--- config.mk ---
export PLATFORM = sky130hd
export DESIGN_NAME = uart_tx_top
export DESIGN_NICKNAME = d
export VERILOG_FILES = /design/src/uart_tx_pkg.sv /design/src/uart_baud_gen.sv /design/src/uart_tx_fifo.sv /design/src/uart_tx_serializer.sv /design/src/uart_tx_top.sv
export SDC_FILE = /design/constraint.sdc
export NUM_CORES = 1
export LEC_CHECK = 0
export ABC_AREA = 1
export BUFFER_PORTS_ARGS = -buffer_cell sky130_fd_sc_hd__buf_4
export CORE_MARGIN = 3
export CORE_UTILIZATION = 51
export CTS_CLUSTER_DIAMETER = 80
export DETAILED_ROUTE_END_ITERATION = 10
export PLACE_DENSITY = 0.67
export SYNTH_ARGS = -nofsm -noshare
export SYNTH_HDL_FRONTEND = slang
export SYNTH_SLANG_ARGS = --single-unit
--- constraint.sdc ---
create_clock -name clk -period 3.8 [get_ports clk]
set_clock_uncertainty 0.1 [all_clocks]
set_input_delay 0.38 -clock clk [delete_from_list [all_inputs] [get_ports clk]]
set_output_delay 0.38 -clock clk [all_outputs]
set_load 0.03 [all_outputs]
--- src/uart_tx_pkg.sv ---
// Shared transmit types; word_len codes 0..3 select 5..8 data bits, OVERSAMPLE is fixed at 16
package uart_tx_pkg;

    // ======================================================================
    // Widths that carry a meaning
    // ======================================================================
    typedef logic [7:0]  uart_byte_t;       // Character as written by the host
    typedef logic [15:0] baud_div_t;        // Programmed baud divisor
    typedef logic [1:0]  word_len_t;        // 0..3 -> 5..8 data bits
    typedef logic [3:0]  oversample_cnt_t;  // Ticks within one bit period
    typedef logic [2:0]  bit_idx_t;         // Current data bit

    // Ticks of the baud generator per serial bit
    localparam int OVERSAMPLE = 16;

    // ======================================================================
    // Frame configuration
    // ======================================================================
    // Layout from MSB: word_len[1:0], two_stop, parity_en, even_parity,
    // stick_parity
    typedef struct packed {
        word_len_t word_len;      // Data bits minus five
        logic      two_stop;      // Second stop bit, ignored for 5-bit words
        logic      parity_en;     // Parity bit after the data
        logic      even_parity;   // Even when set, odd when clear
        logic      stick_parity;  // Parity bit fixed at ~even_parity
    } tx_frame_cfg_t;

    // ======================================================================
    // Serializer FSM
    // ======================================================================
    typedef enum logic [2:0] {
        TX_IDLE,
        TX_START,
        TX_DATA,
        TX_PARITY,
        TX_STOP1,
        TX_STOP2
    } tx_state_t;

endpackage : uart_tx_pkg

--- src/uart_baud_gen.sv ---
// Tick every divisor cycles; a divisor of 0 or 1 ticks every cycle, changes apply on the fly
module uart_baud_gen
    import uart_tx_pkg::*;
(
    input  logic      clk,
    input  logic      cmd_tx_fifo_reset,
    input  baud_div_t divisor,
    output logic      baud_tick
);

    // ======================================================================
    // Divider counter
    // ======================================================================
    baud_div_t r_count;
    baud_div_t w_count_last;   // Final count before the wrap
    logic      w_wrap;

    assign w_count_last = divisor - baud_div_t'(1);

    // Zero divisor would underflow the compare, so it wraps every cycle.
    // The >= also catches a divisor lowered below the running count.
    assign w_wrap = (divisor == '0) || (r_count >= w_count_last);

    always_ff @(posedge clk) begin
        if (cmd_tx_fifo_reset) begin
            r_count <= '0;
        end else if (w_wrap) begin
            r_count <= '0;
        end else begin
            r_count <= r_count + 1'b1;
        end
    end

    // One-cycle pulse at the start of each divisor period
    assign baud_tick = (r_count == '0);

endmodule : uart_baud_gen

--- src/uart_tx_fifo.sv ---
// Byte FIFO, FIFO_DEPTH a power of two >= 2; writes when full are dropped, pop expects data
module uart_tx_fifo
    import uart_tx_pkg::*;
#(
    parameter int FIFO_DEPTH = 16
) (
    input  logic       clk,
    input  logic       cmd_tx_fifo_reset,
    input  logic       tx_write,
    input  logic       fifo_pop,
    input  uart_byte_t tx_data,
    output uart_byte_t head_data,
    output logic       fifo_empty
);

    // ======================================================================
    // Pointer geometry
    // ======================================================================
    localparam int ADDR_W = $clog2(FIFO_DEPTH);
    localparam int PTR_W  = ADDR_W + 1;           // Extra wrap bit

    typedef logic [ADDR_W-1:0] addr_t;
    typedef logic [PTR_W-1:0]  ptr_t;

    localparam ptr_t FULL_COUNT = ptr_t'(FIFO_DEPTH);

    uart_byte_t r_mem [FIFO_DEPTH];
    ptr_t       r_wr_ptr;
    ptr_t       r_rd_ptr;
    ptr_t       w_count;
    logic       w_full;
    logic       w_do_write;
    logic       w_do_pop;
    addr_t      w_wr_addr;
    addr_t      w_rd_addr;

    // Fill level from the pointer difference
    assign w_count    = r_wr_ptr - r_rd_ptr;
    assign fifo_empty = (w_count == '0);
    assign w_full     = (w_count == FULL_COUNT);

    assign w_do_write = tx_write && !w_full;     // Overflow byte is lost
    assign w_do_pop   = fifo_pop && !fifo_empty;

    assign w_wr_addr = r_wr_ptr[ADDR_W-1:0];
    assign w_rd_addr = r_rd_ptr[ADDR_W-1:0];

    // ======================================================================
    // Pointers
    // ======================================================================
    always_ff @(posedge clk) begin
        if (cmd_tx_fifo_reset) begin
            r_wr_ptr <= '0;
            r_rd_ptr <= '0;
        end else begin
            if (w_do_write) begin
                r_wr_ptr <= r_wr_ptr + 1'b1;
            end
            if (w_do_pop) begin
                r_rd_ptr <= r_rd_ptr + 1'b1;  // Head retires at this edge
            end
        end
    end

    // Storage
    always_ff @(posedge clk) begin
        if (w_do_write) begin
            r_mem[w_wr_addr] <= tx_data;
        end
    end

    // Head entry is visible without a read latency
    assign head_data = r_mem[w_rd_addr];

endmodule : uart_tx_fifo

--- src/uart_tx_serializer.sv ---
// Frame is sampled live from frame_cfg; changing it mid-frame alters the current frame
module uart_tx_serializer
    import uart_tx_pkg::*;
(
    input  logic          clk,
    input  logic          cmd_tx_fifo_reset,
    input  logic          baud_tick,
    input  logic          set_break,
    input  logic          fifo_empty,
    input  tx_frame_cfg_t frame_cfg,
    input  uart_byte_t    head_data,
    output logic          fifo_pop,
    output logic          uart_tx,
    output logic          tx_empty
);

    localparam oversample_cnt_t OS_LAST = oversample_cnt_t'(OVERSAMPLE - 1);

    tx_state_t       r_state;
    uart_byte_t      r_shift;      // Data bits, LSB goes out first
    bit_idx_t        r_bit_idx;
    oversample_cnt_t r_os_cnt;
    logic            r_parity;     // Running parity over sent bits
    logic            w_bit_end;    // Last tick of a bit period
    bit_idx_t        w_last_bit;
    logic            w_two_stop;
    logic            w_tx_bit;

    // ======================================================================
    // Bit timing
    // ======================================================================
    // Free-running, so idle start latency depends on its phase
    always_ff @(posedge clk) begin
        if (cmd_tx_fifo_reset) begin
            r_os_cnt <= '0;
        end else if (baud_tick) begin
            r_os_cnt <= r_os_cnt + 1'b1;
        end
    end

    assign w_bit_end = baud_tick && (r_os_cnt == OS_LAST);

    // Word length code 0..3 maps to last index 4..7
    assign w_last_bit = {1'b1, frame_cfg.word_len};

    // 5-bit words always get a single stop bit
    assign w_two_stop = frame_cfg.two_stop && (frame_cfg.word_len != word_len_t'(0));

    // Pop pulse lines up with the load of the shift register
    assign fifo_pop = w_bit_end && (r_state == TX_IDLE) && !fifo_empty;

    // ======================================================================
    // Frame FSM
    // ======================================================================
    always_ff @(posedge clk) begin
        if (cmd_tx_fifo_reset) begin
            r_state   <= TX_IDLE;
            r_shift   <= '0;
            r_bit_idx <= '0;
            r_parity  <= 1'b0;
        end else if (w_bit_end) begin
            case (r_state)
                TX_IDLE: begin
                    if (fifo_pop) begin
                        r_shift  <= head_data;
                        r_parity <= ~frame_cfg.even_parity;  // 0 even, 1 odd
                        r_state  <= TX_START;
                    end
                end

                TX_START: begin
                    r_bit_idx <= '0;
                    r_state   <= TX_DATA;
                end

                TX_DATA: begin
                    r_parity <= r_parity ^ r_shift[0];
                    r_shift  <= {1'b0, r_shift[7:1]};
                    if (r_bit_idx == w_last_bit) begin
                        r_state <= frame_cfg.parity_en ? TX_PARITY : TX_STOP1;
                    end else begin
                        r_bit_idx <= r_bit_idx + 1'b1;
                    end
                end

                TX_PARITY: begin
                    r_state <= TX_STOP1;
                end

                TX_STOP1: begin
                    r_state <= w_two_stop ? TX_STOP2 : TX_IDLE;
                end

                TX_STOP2: begin
                    r_state <= TX_IDLE;
                end

                default: begin
                    r_state <= TX_IDLE;
                end
            endcase
        end
    end

    // ======================================================================
    // Line driver
    // ======================================================================
    always_comb begin
        case (r_state)
            TX_IDLE:   w_tx_bit = 1'b1;
            TX_START:  w_tx_bit = 1'b0;
            TX_DATA:   w_tx_bit = r_shift[0];
            TX_PARITY: begin
                // Stick parity sends mark for odd, space for even
                w_tx_bit = frame_cfg.stick_parity ? ~frame_cfg.even_parity : r_parity;
            end
            TX_STOP1:  w_tx_bit = 1'b1;
            TX_STOP2:  w_tx_bit = 1'b1;
            default:   w_tx_bit = 1'b1;
        endcase
    end

    assign uart_tx = set_break ? 1'b0 : w_tx_bit;  // Break overrides everything

    // Nothing queued and nothing on the wire
    assign tx_empty = fifo_empty && (r_state == TX_IDLE);

endmodule : uart_tx_serializer

--- src/uart_tx_top.sv ---
// Transmit-only UART; no handshake toward the host, a write into a full FIFO is lost
module uart_tx_top
    import uart_tx_pkg::*;
#(
    parameter int FIFO_DEPTH = 16   // Power of two, 2 or more
) (
    input  logic          clk,
    input  logic          cmd_tx_fifo_reset,
    input  logic          tx_write,      // One-cycle write strobe
    input  logic          set_break,
    input  baud_div_t     divisor,
    input  tx_frame_cfg_t frame_cfg,
    input  uart_byte_t    tx_data,
    output logic          uart_tx,
    output logic          tx_holding_empty,
    output logic          tx_empty
);

    // ======================================================================
    // Internal wiring
    // ======================================================================
    logic       w_baud_tick;
    logic       w_fifo_empty;
    logic       w_fifo_pop;
    uart_byte_t w_head_data;

    // 16x oversample pacing
    uart_baud_gen i_baud_gen (
        .clk               (clk),
        .cmd_tx_fifo_reset (cmd_tx_fifo_reset),
        .divisor           (divisor),
        .baud_tick         (w_baud_tick)
    );

    uart_tx_fifo #(
        .FIFO_DEPTH (FIFO_DEPTH)
    ) i_tx_fifo (
        .clk               (clk),
        .cmd_tx_fifo_reset (cmd_tx_fifo_reset),
        .tx_write          (tx_write),
        .fifo_pop          (w_fifo_pop),
        .tx_data           (tx_data),
        .head_data         (w_head_data),
        .fifo_empty        (w_fifo_empty)
    );

    uart_tx_serializer i_serializer (
        .clk               (clk),
        .cmd_tx_fifo_reset (cmd_tx_fifo_reset),
        .baud_tick         (w_baud_tick),
        .set_break         (set_break),
        .fifo_empty        (w_fifo_empty),
        .frame_cfg         (frame_cfg),
        .head_data         (w_head_data),
        .fifo_pop          (w_fifo_pop),
        .uart_tx           (uart_tx),
        .tx_empty          (tx_empty)
    );

    // Holding register status is the FIFO empty flag
    assign tx_holding_empty = w_fifo_empty;

endmodule : uart_tx_top

==> key figures, run 1 <==
Layout
  • Ant diodes: 0
  • Final core utilization: between 50% and 60%
  • Most common cell after layout, fill and taps aside: nand2_1
  • Commonest cells after routing, fill and taps aside: 277 x nand2_1, 135 x inv_1, 128 x edfxtp_1, 111 x nand3_1, 90 x nor2_1
  • Area Overhead vs Synth: 12.3%
  • Non-Filler Instances: 1289
  • Final Net Count: 1120
  • Layout cells sized above 1: ~10%

Clocking
  • Cts hold-fix bufs: 0
  • Maximum root-to-sink buffer count: 2
  • Htree depth: 4
  • Clock Tree Root: clkbuf_16
  • CTS Buf Count: 17
  • CTS tree: done
  • Worst-path clk slew: about 0.070 ns
  • Setup Buffers After CTS: 0
  • Post-cts repair resize count: 0
  • Clock sink count: 177
  • Skew-Pair Late Insertion Delay: 0.43 ns

Floorplan
  • Die Footprint: about 19000 µm²
  • Die H: 138 µm
  • Ports: 37
  • Row count: between 40 and 50
  • Starting Density: between 50% and 60%
  • Core area: approximately 17000 µm²
  • Die Wd: 138 µm

Global routing
  • Met3 Usage GRT: under 10%
  • Gr ovfl total: 0
  • Vias in the first global route: a little over 6000
  • Largest net degree at the start of global routing: 65
  • M2 GR Usage: between 30% and 40%
  • M1 GR Usage: between 30% and 40%
  • First-pass GRT wire length: roughly 32 mm
  • Initial antenna violation count: 0
  • Gr busiest metal: met2
  • GRT Resource Usage Total: between 20% and 30%

Timing
  • RSZ-0062 raised after global routing: false
  • Worst-Margin Slew: slightly above 0.8 ns
  • FMAX: between 0.3 and 0.4 GHz
  • Setup violators final: 0
  • Relative slew slack: between 40 and 50%
  • Hold Slack: 0.185 ns
  • Minimum clock period: between 2 and 3 ns
  • Fin crit share: 78.6%
  • Setup TNS: 0 ns
  • Hold Vio Cnt, Final: 0
  • Max-slew violations: 0

Critical path
  • CP Data Required Time: between 3 and 4 ns
  • Worst setup EP type: flop
  • CP startpoint kind: flop
  • CP max FO: 11
  • Critical path class: reg -> reg
  • CP arrival: ~3 ns

Min path
  • Hold Crit Class: in -> reg

Yosys
  • Post-synth EDFFs: 128
  • Synthesized netlist net count: 1082
  • Flops & latches, synth: between 150 and 200
  • Cells after synthesis: a little over 1000
  • Sequential fraction of the synthesis area: between 50% and 60%
  • Count of different cell masters after synthesis: 34
  • Synthesized area per cell: a little under 9 µm²
  • Asr flop ratio synth: 0%
  • Synth Cell Area: roughly 9000 µm²
  • Yosys synthesis warning count: 0
  • Ys flop type: edfxtp_1

Placed design
  • Gpl congestion: 0.806
  • Detail Placement HPWL: approximately 13 mm
  • Placed insts: about 1300
  • Input/output buffers: 36

Detailed routing
  • DRT iter0 DRCs: around 570
  • Drt pass-1 iters: 5
  • Avg WL per Cell: approximately 15 µm
  • Detailed-route DRC error count: 0
  • WL final: about 20 mm
  • Antenna violation net count after detailed routing: 0
  • Via density: just over 5
  • Via Count: roughly 6700

Flow run
  • Max-Cap Viols: 0

Power
  • LEAKAGE: between 4 and 5 nW
  • Worst VDD drop: approximately 0.35 mV
  • Sw power: between 0.0009 and 0.001 W
  • Switching Fraction: 23.8%
  • Combinational power share: 6.9%
  • Cell Pwr Density: ~400 nW/µm²
  • P_int: about 0.0031 W
  • Sequential power share: between 50% and 60%
  • Clock share of power: 41.5%

Outcome
  • Run status: completed
-- kinds of logic after synthesis --
group | Yosys count | share of synthesized area (%)
and+or+nand+nor | 536 | 26.2
adders and majority gates | 30 | 4.23
xor gates and xnor gates | 36 | 3.55
AOI/OAI and AO/OA | 69 | 4.12
DFF | 177 | 54.4
buffers and inverters | 170 | 7.54
-- critical path, stage by stage, from the launching register on --
cell     delay [ns]
dfxtp_1        0.36
inv_1          0.08
ha_1           0.34
a21oi_1        0.25
nand2_1        0.11
nand2_1        0.07
nand2_1        0.05
nand2_1        0.05
nand2_1        0.20
inv_1          0.21
nand2_1        0.15
nor2_1         0.66
-- cells in the mapped netlist (all sizes together), types with 2 or more instances --
cell type,instances,area share (%)
nor2,99,4.6
or2,2,0.14
o211ai,3,0.25
edfxtp,128,43
xnor2,14,1.4
buf,16,1.0
nor4,3,0.21
inv,136,5.8
dfxtp,49,11
nor3,23,1.4
a21oi,35,2.0
ha,30,4.2
nand4,7,0.56
nor3b,6,0.51
o2111ai,2,0.20
clkbuf,18,0.76
nand2,278,12
o21ai,27,1.5
nand3,117,6.9
xor2,22,2.2
-- flip-flops by register name, indices dropped and copies added (netlist names), named ones only --
| signal | cells |
|---|---|
| i_tx_fifo.r_mem | 128 |
| i_baud_gen.r_count | 16 |
| i_serializer.r_shift | 8 |
| i_tx_fifo.r_rd_ptr | 5 |
| i_tx_fifo.r_wr_ptr | 5 |
| i_serializer.r_os_cnt | 4 |
| i_serializer.r_bit_idx | 3 |
| i_serializer.r_state | 3 |
| i_serializer.r_parity | 1 |
-- power by group through the flow --
| stage | Clock, W | Combinational (W) | Sequential, W |
|---|---|---|---|
| floorplan | 0 | 0.000169 | 0.00216 |
| global placement | 0 | 0.000276 | 0.00216 |
| detailed placement | 0 | 0.000283 | 0.00216 |
| CTS | 0.00173 | 0.000285 | 0.00212 |
| global route | 0.00181 | 0.000321 | 0.00212 |
| finish | 0.00170 | 0.000281 | 0.00212 |
-- area by class of cell --
cell class	count	area [µm²]
clock buffer	17	425
clock inverter	15	149
fill	1534	6850
inverter	136	510
multi-input combinational	671	3380
sequential	177	4830
tap	220	275
timing repair buffer	53	398
-- per-stage QoR --
step,setup WS (ns),instance area (µm²),total power (W)
after floorplan,0.880,8870,0.00232
after global routing,0.486,9960,0.00425
after CTS,0.772,9960,0.00413
after global placement,0.662,9390,0.00243
after detailed placement,0.587,9390,0.00244
final,0.813,9960,0.00410
-- routing by layer --
metal / part of all wire, % / vias up / wire, µm
met2: 47 / 166 / 9160
met4: 1.6 / 0 / 309
met5: 0 / - / 0
met3: 5.3 / 22 / 1040
met1: 46 / 3089 / 9050
li1: - / 3386 / -
-- worst paths after layout --
path                                           start                               end  slack, ns  cells past startpoint
setup / recovery  i_tx_fifo.r_rd_ptr[3]$_SDFFE_PP0P_  i_tx_fifo.r_mem[13][2]$_DFFE_PP_       0.81                     11
hold / removal                            tx_data[1]   i_tx_fifo.r_mem[5][1]$_DFFE_PP_       0.19                      1
setup reg to reg  i_tx_fifo.r_rd_ptr[3]$_SDFFE_PP0P_  i_tx_fifo.r_mem[13][2]$_DFFE_PP_       0.81                     11
hold reg to reg     i_baud_gen.r_count[0]$_SDFF_PP0_  i_baud_gen.r_count[0]$_SDFF_PP0_       0.36                      1
No activity file was read; power rests on OpenSTA's default activity.
==> run 2: changes to the inputs <==
- PLACE_DENSITY: 0.67 -> 0.7
- clock period: 3.8 -> 2.55 ns (I/O delays scaled with it)
==> key figures, run 2 (synthesized netlist as in run 1, its figures left out) <==
Min path
  • Hold Crit Class: in -> reg
  • Min-delay src: tx_data[7]
  • Hold path depth: 1
  • Hold Path End: i_tx_fifo.r_mem[2][7]$_DFFE_PP_

Global routing
  • GRT Resource Usage Total: 21.3%
  • Largest net degree at the start of global routing: between 60 and 70
  • Gr ovfl total: 0
  • Initial antenna violation count: 0
  • First-pass GRT wire length: 31.2 mm
  • Vias in the first global route: between 6000 and 7000

Layout
  • Design area: 10200 µm²
  • Layout fillers: roughly 1500
  • Layout cells sized above 1: a little over an eighth
  • Largest register FFs: 128
  • Most common cell after layout, fill and taps aside: nand2_1
  • Area Overhead vs Synth: 15.1%
  • Commonest cells after routing, fill and taps aside: 277 x nand2_1, 132 x inv_1, 128 x edfxtp_1, 110 x nand3_1, 84 x nor2_1
  • Final Net Count: 1142
  • Regs by FF count: i_tx_fifo.r_mem x128, i_baud_gen.r_count x16, i_serializer.r_shift x8
  • Ant diodes: 0
  • Biggest register: i_tx_fifo.r_mem

Critical path
  • RR Endpoint: i_tx_fifo.r_mem[2][5]$_DFFE_PP_
  • CP Cell Sequence: inv_1 > ha_1 > or2_1 > nand3_1 > nand2_1 > nor2_2 > nand2_4 > nor2_2 > buf_4
  • Slowest Stage Delay on Critical Path: ~0.35 ns
  • Crit path top cell by count: nor2_2
  • Reg2reg start: i_tx_fifo.r_rd_ptr[1]$_SDFFE_PP0P_
  • Crit path max-delay cell type: ha_1
  • Worst reg-to-reg setup slack: about 0.22 ns
  • Worst setup EP type: output port
  • Worst Reg-to-Reg Cells: 14
  • CP arrival: between 2 and 2.5 ns
  • CP max FO: 7
  • Critical path class: reg -> out
  • CP startpoint kind: flop
  • CP Data Required Time: 2.19 ns

Floorplan
  • Die Footprint: approximately 19000 µm²
  • Ports: 37
  • Row count: 47
  • Die H: ~140 µm
  • Die Wd: around 140 µm
  • Core area: 16800 µm²
  • Starting Density: a little over half

Clocking
  • CTS tree: done
  • Skew-Pair Late Insertion Delay: roughly 0.43 ns
  • Htree depth: 4
  • Cts hold-fix bufs: 0
  • Maximum root-to-sink buffer count: 2
  • CTS Buf Count: 17
  • Clock Tree Root: clkbuf_16
  • Post-cts repair resize count: 0
  • Clock sink count: approximately 180
  • Setup Buffers After CTS: 0
  • Worst-path clk slew: ~0.07 ns

Detailed routing
  • Detailed-route DRC error count: 0
  • Via Count: 6798
  • Drt pass-1 iters: 5
  • Avg WL per Cell: ~15 µm
  • WL final: ~19 mm
  • Antenna violation net count after detailed routing: 0
  • Via density: between 5 and 6
  • DRT iter0 DRCs: between 500 and 600

Timing
  • Hold Slack: ~0.043 ns
  • Hold Vio Cnt, Final: 0
  • FMAX: around 0.41 GHz
  • Max-slew violations: 0
  • Setup violators final: 0
  • Relative slew slack: ~57%
  • RSZ-0062 raised after global routing: true
  • Minimum clock period: 2.43 ns
  • Fin crit share: between 90% and 100%
  • Worst-Margin Slew: roughly 0.64 ns

Placed design
  • Detail Placement HPWL: 12.4 mm
  • Placed cell areas: ~9600 µm²
  • Input/output buffers: 36
  • Gpl congestion: about 0.79

Power
  • P_int: between 0.004 and 0.005 W
  • Sequential power share: 52.7%
  • Switching Fraction: a little under a quarter
  • Clock share of power: between 30% and 40%
  • Worst VDD drop: roughly 0.55 mV
  • Cell Pwr Density: 586 nW/µm²
  • Sw power: 0.00142 W
  • Combinational power share: roughly 7.4%
  • LEAKAGE: about 4.4 nW

Outcome
  • Run status: completed

Flow run
  • Max-Cap Viols: 0
[run 2: cell types whose count changed in the layout (fill, tap and decap cells not counted), moves of 3 or more]
| cell | before | now |
|---|---|---|
| buf_12 | 0 | 3 |
| buf_4 | 53 | 66 |
| buf_6 | 0 | 6 |
| clkbuf_1 | 0 | 3 |
| inv_1 | 135 | 132 |
| inv_2 | 1 | 4 |
| nor2_1 | 90 | 84 |
| nor2_2 | 6 | 12 |
[run 2: cell type report]
type / instances / area, µm² / area share (%)
flip-flops and latches: 177 / 4830 / 47.3
clock inverters: 12 / 100 / 0.980
clock buffers: 20 / 437 / 4.28
inverters: 136 / 510 / 5.00
well taps: 220 / 275 / 2.70
multi-input cells: 671 / 3440 / 33.7
repair buffers: 75 / 623 / 6.10
[run 2: how the worst max path moves through the flow]
stage                                              to  slack, ns                               start  cells past startpoint
finish                                       tx_empty       0.12  i_tx_fifo.r_rd_ptr[2]$_SDFFE_PP0P_                      9
CTS                                          tx_empty       0.02  i_tx_fifo.r_wr_ptr[2]$_SDFFE_PP0P_                      8
detailed placement  i_baud_gen.r_count[11]$_SDFF_PP0_      -0.18                          divisor[1]                     17
floorplan            i_baud_gen.r_count[0]$_SDFF_PP0_       0.05                          divisor[0]                     15
global route          i_tx_fifo.r_mem[8][5]$_DFFE_PP_      -0.04  i_tx_fifo.r_rd_ptr[1]$_SDFFE_PP0P_                     14
global placement    i_baud_gen.r_count[14]$_SDFF_PP0_      -0.08                          divisor[1]                     18
[run 2: stage by stage]
step	instances	total power, W	utilization [%]	TNS (ns)	setup WS (ns)
floorplan	1018	0.00347	-	0	0.0475
global placement	1279	0.00364	57.2	-1.11	-0.0835
detailed placement	1279	0.00365	57.2	-2.82	-0.179
CTS	1311	0.00600	60.4	0	0.0234
global route	1311	0.00621	60.7	-0.975	-0.0381
finish	1311	0.00598	60.7	0	0.124
[run 2: metal layers]
metal / up-vias / global-route usage [%] / wire [µm]
met3: 32 / 3.30 / 970
met4: 0 / 7.63 / 382
met2: 196 / 34.8 / 8890
li1: 3432 / - / -
met1: 3138 / 29.0 / 8780
met5: - / 0 / 0
[run 2: power groups by stage]
stage,clock [W],sequential [W],combinational [W]
global route,0.00254,0.00316,0.000506
detailed placement,0,0.00322,0.000436
floorplan,0,0.00321,0.000254
global placement,0,0.00321,0.000427
CTS,0.00241,0.00315,0.000437
finish,0.00239,0.00315,0.000445
[run 2: worst max-delay path, delay by kind of cell (launching register included)]
family	cells	cell delay, ns
adder cells (fa/ha/maj)	1	0.35
buffers and inverters	2	0.20
flip-flops	1	0.33
AND/OR/NAND/NOR	6	0.76
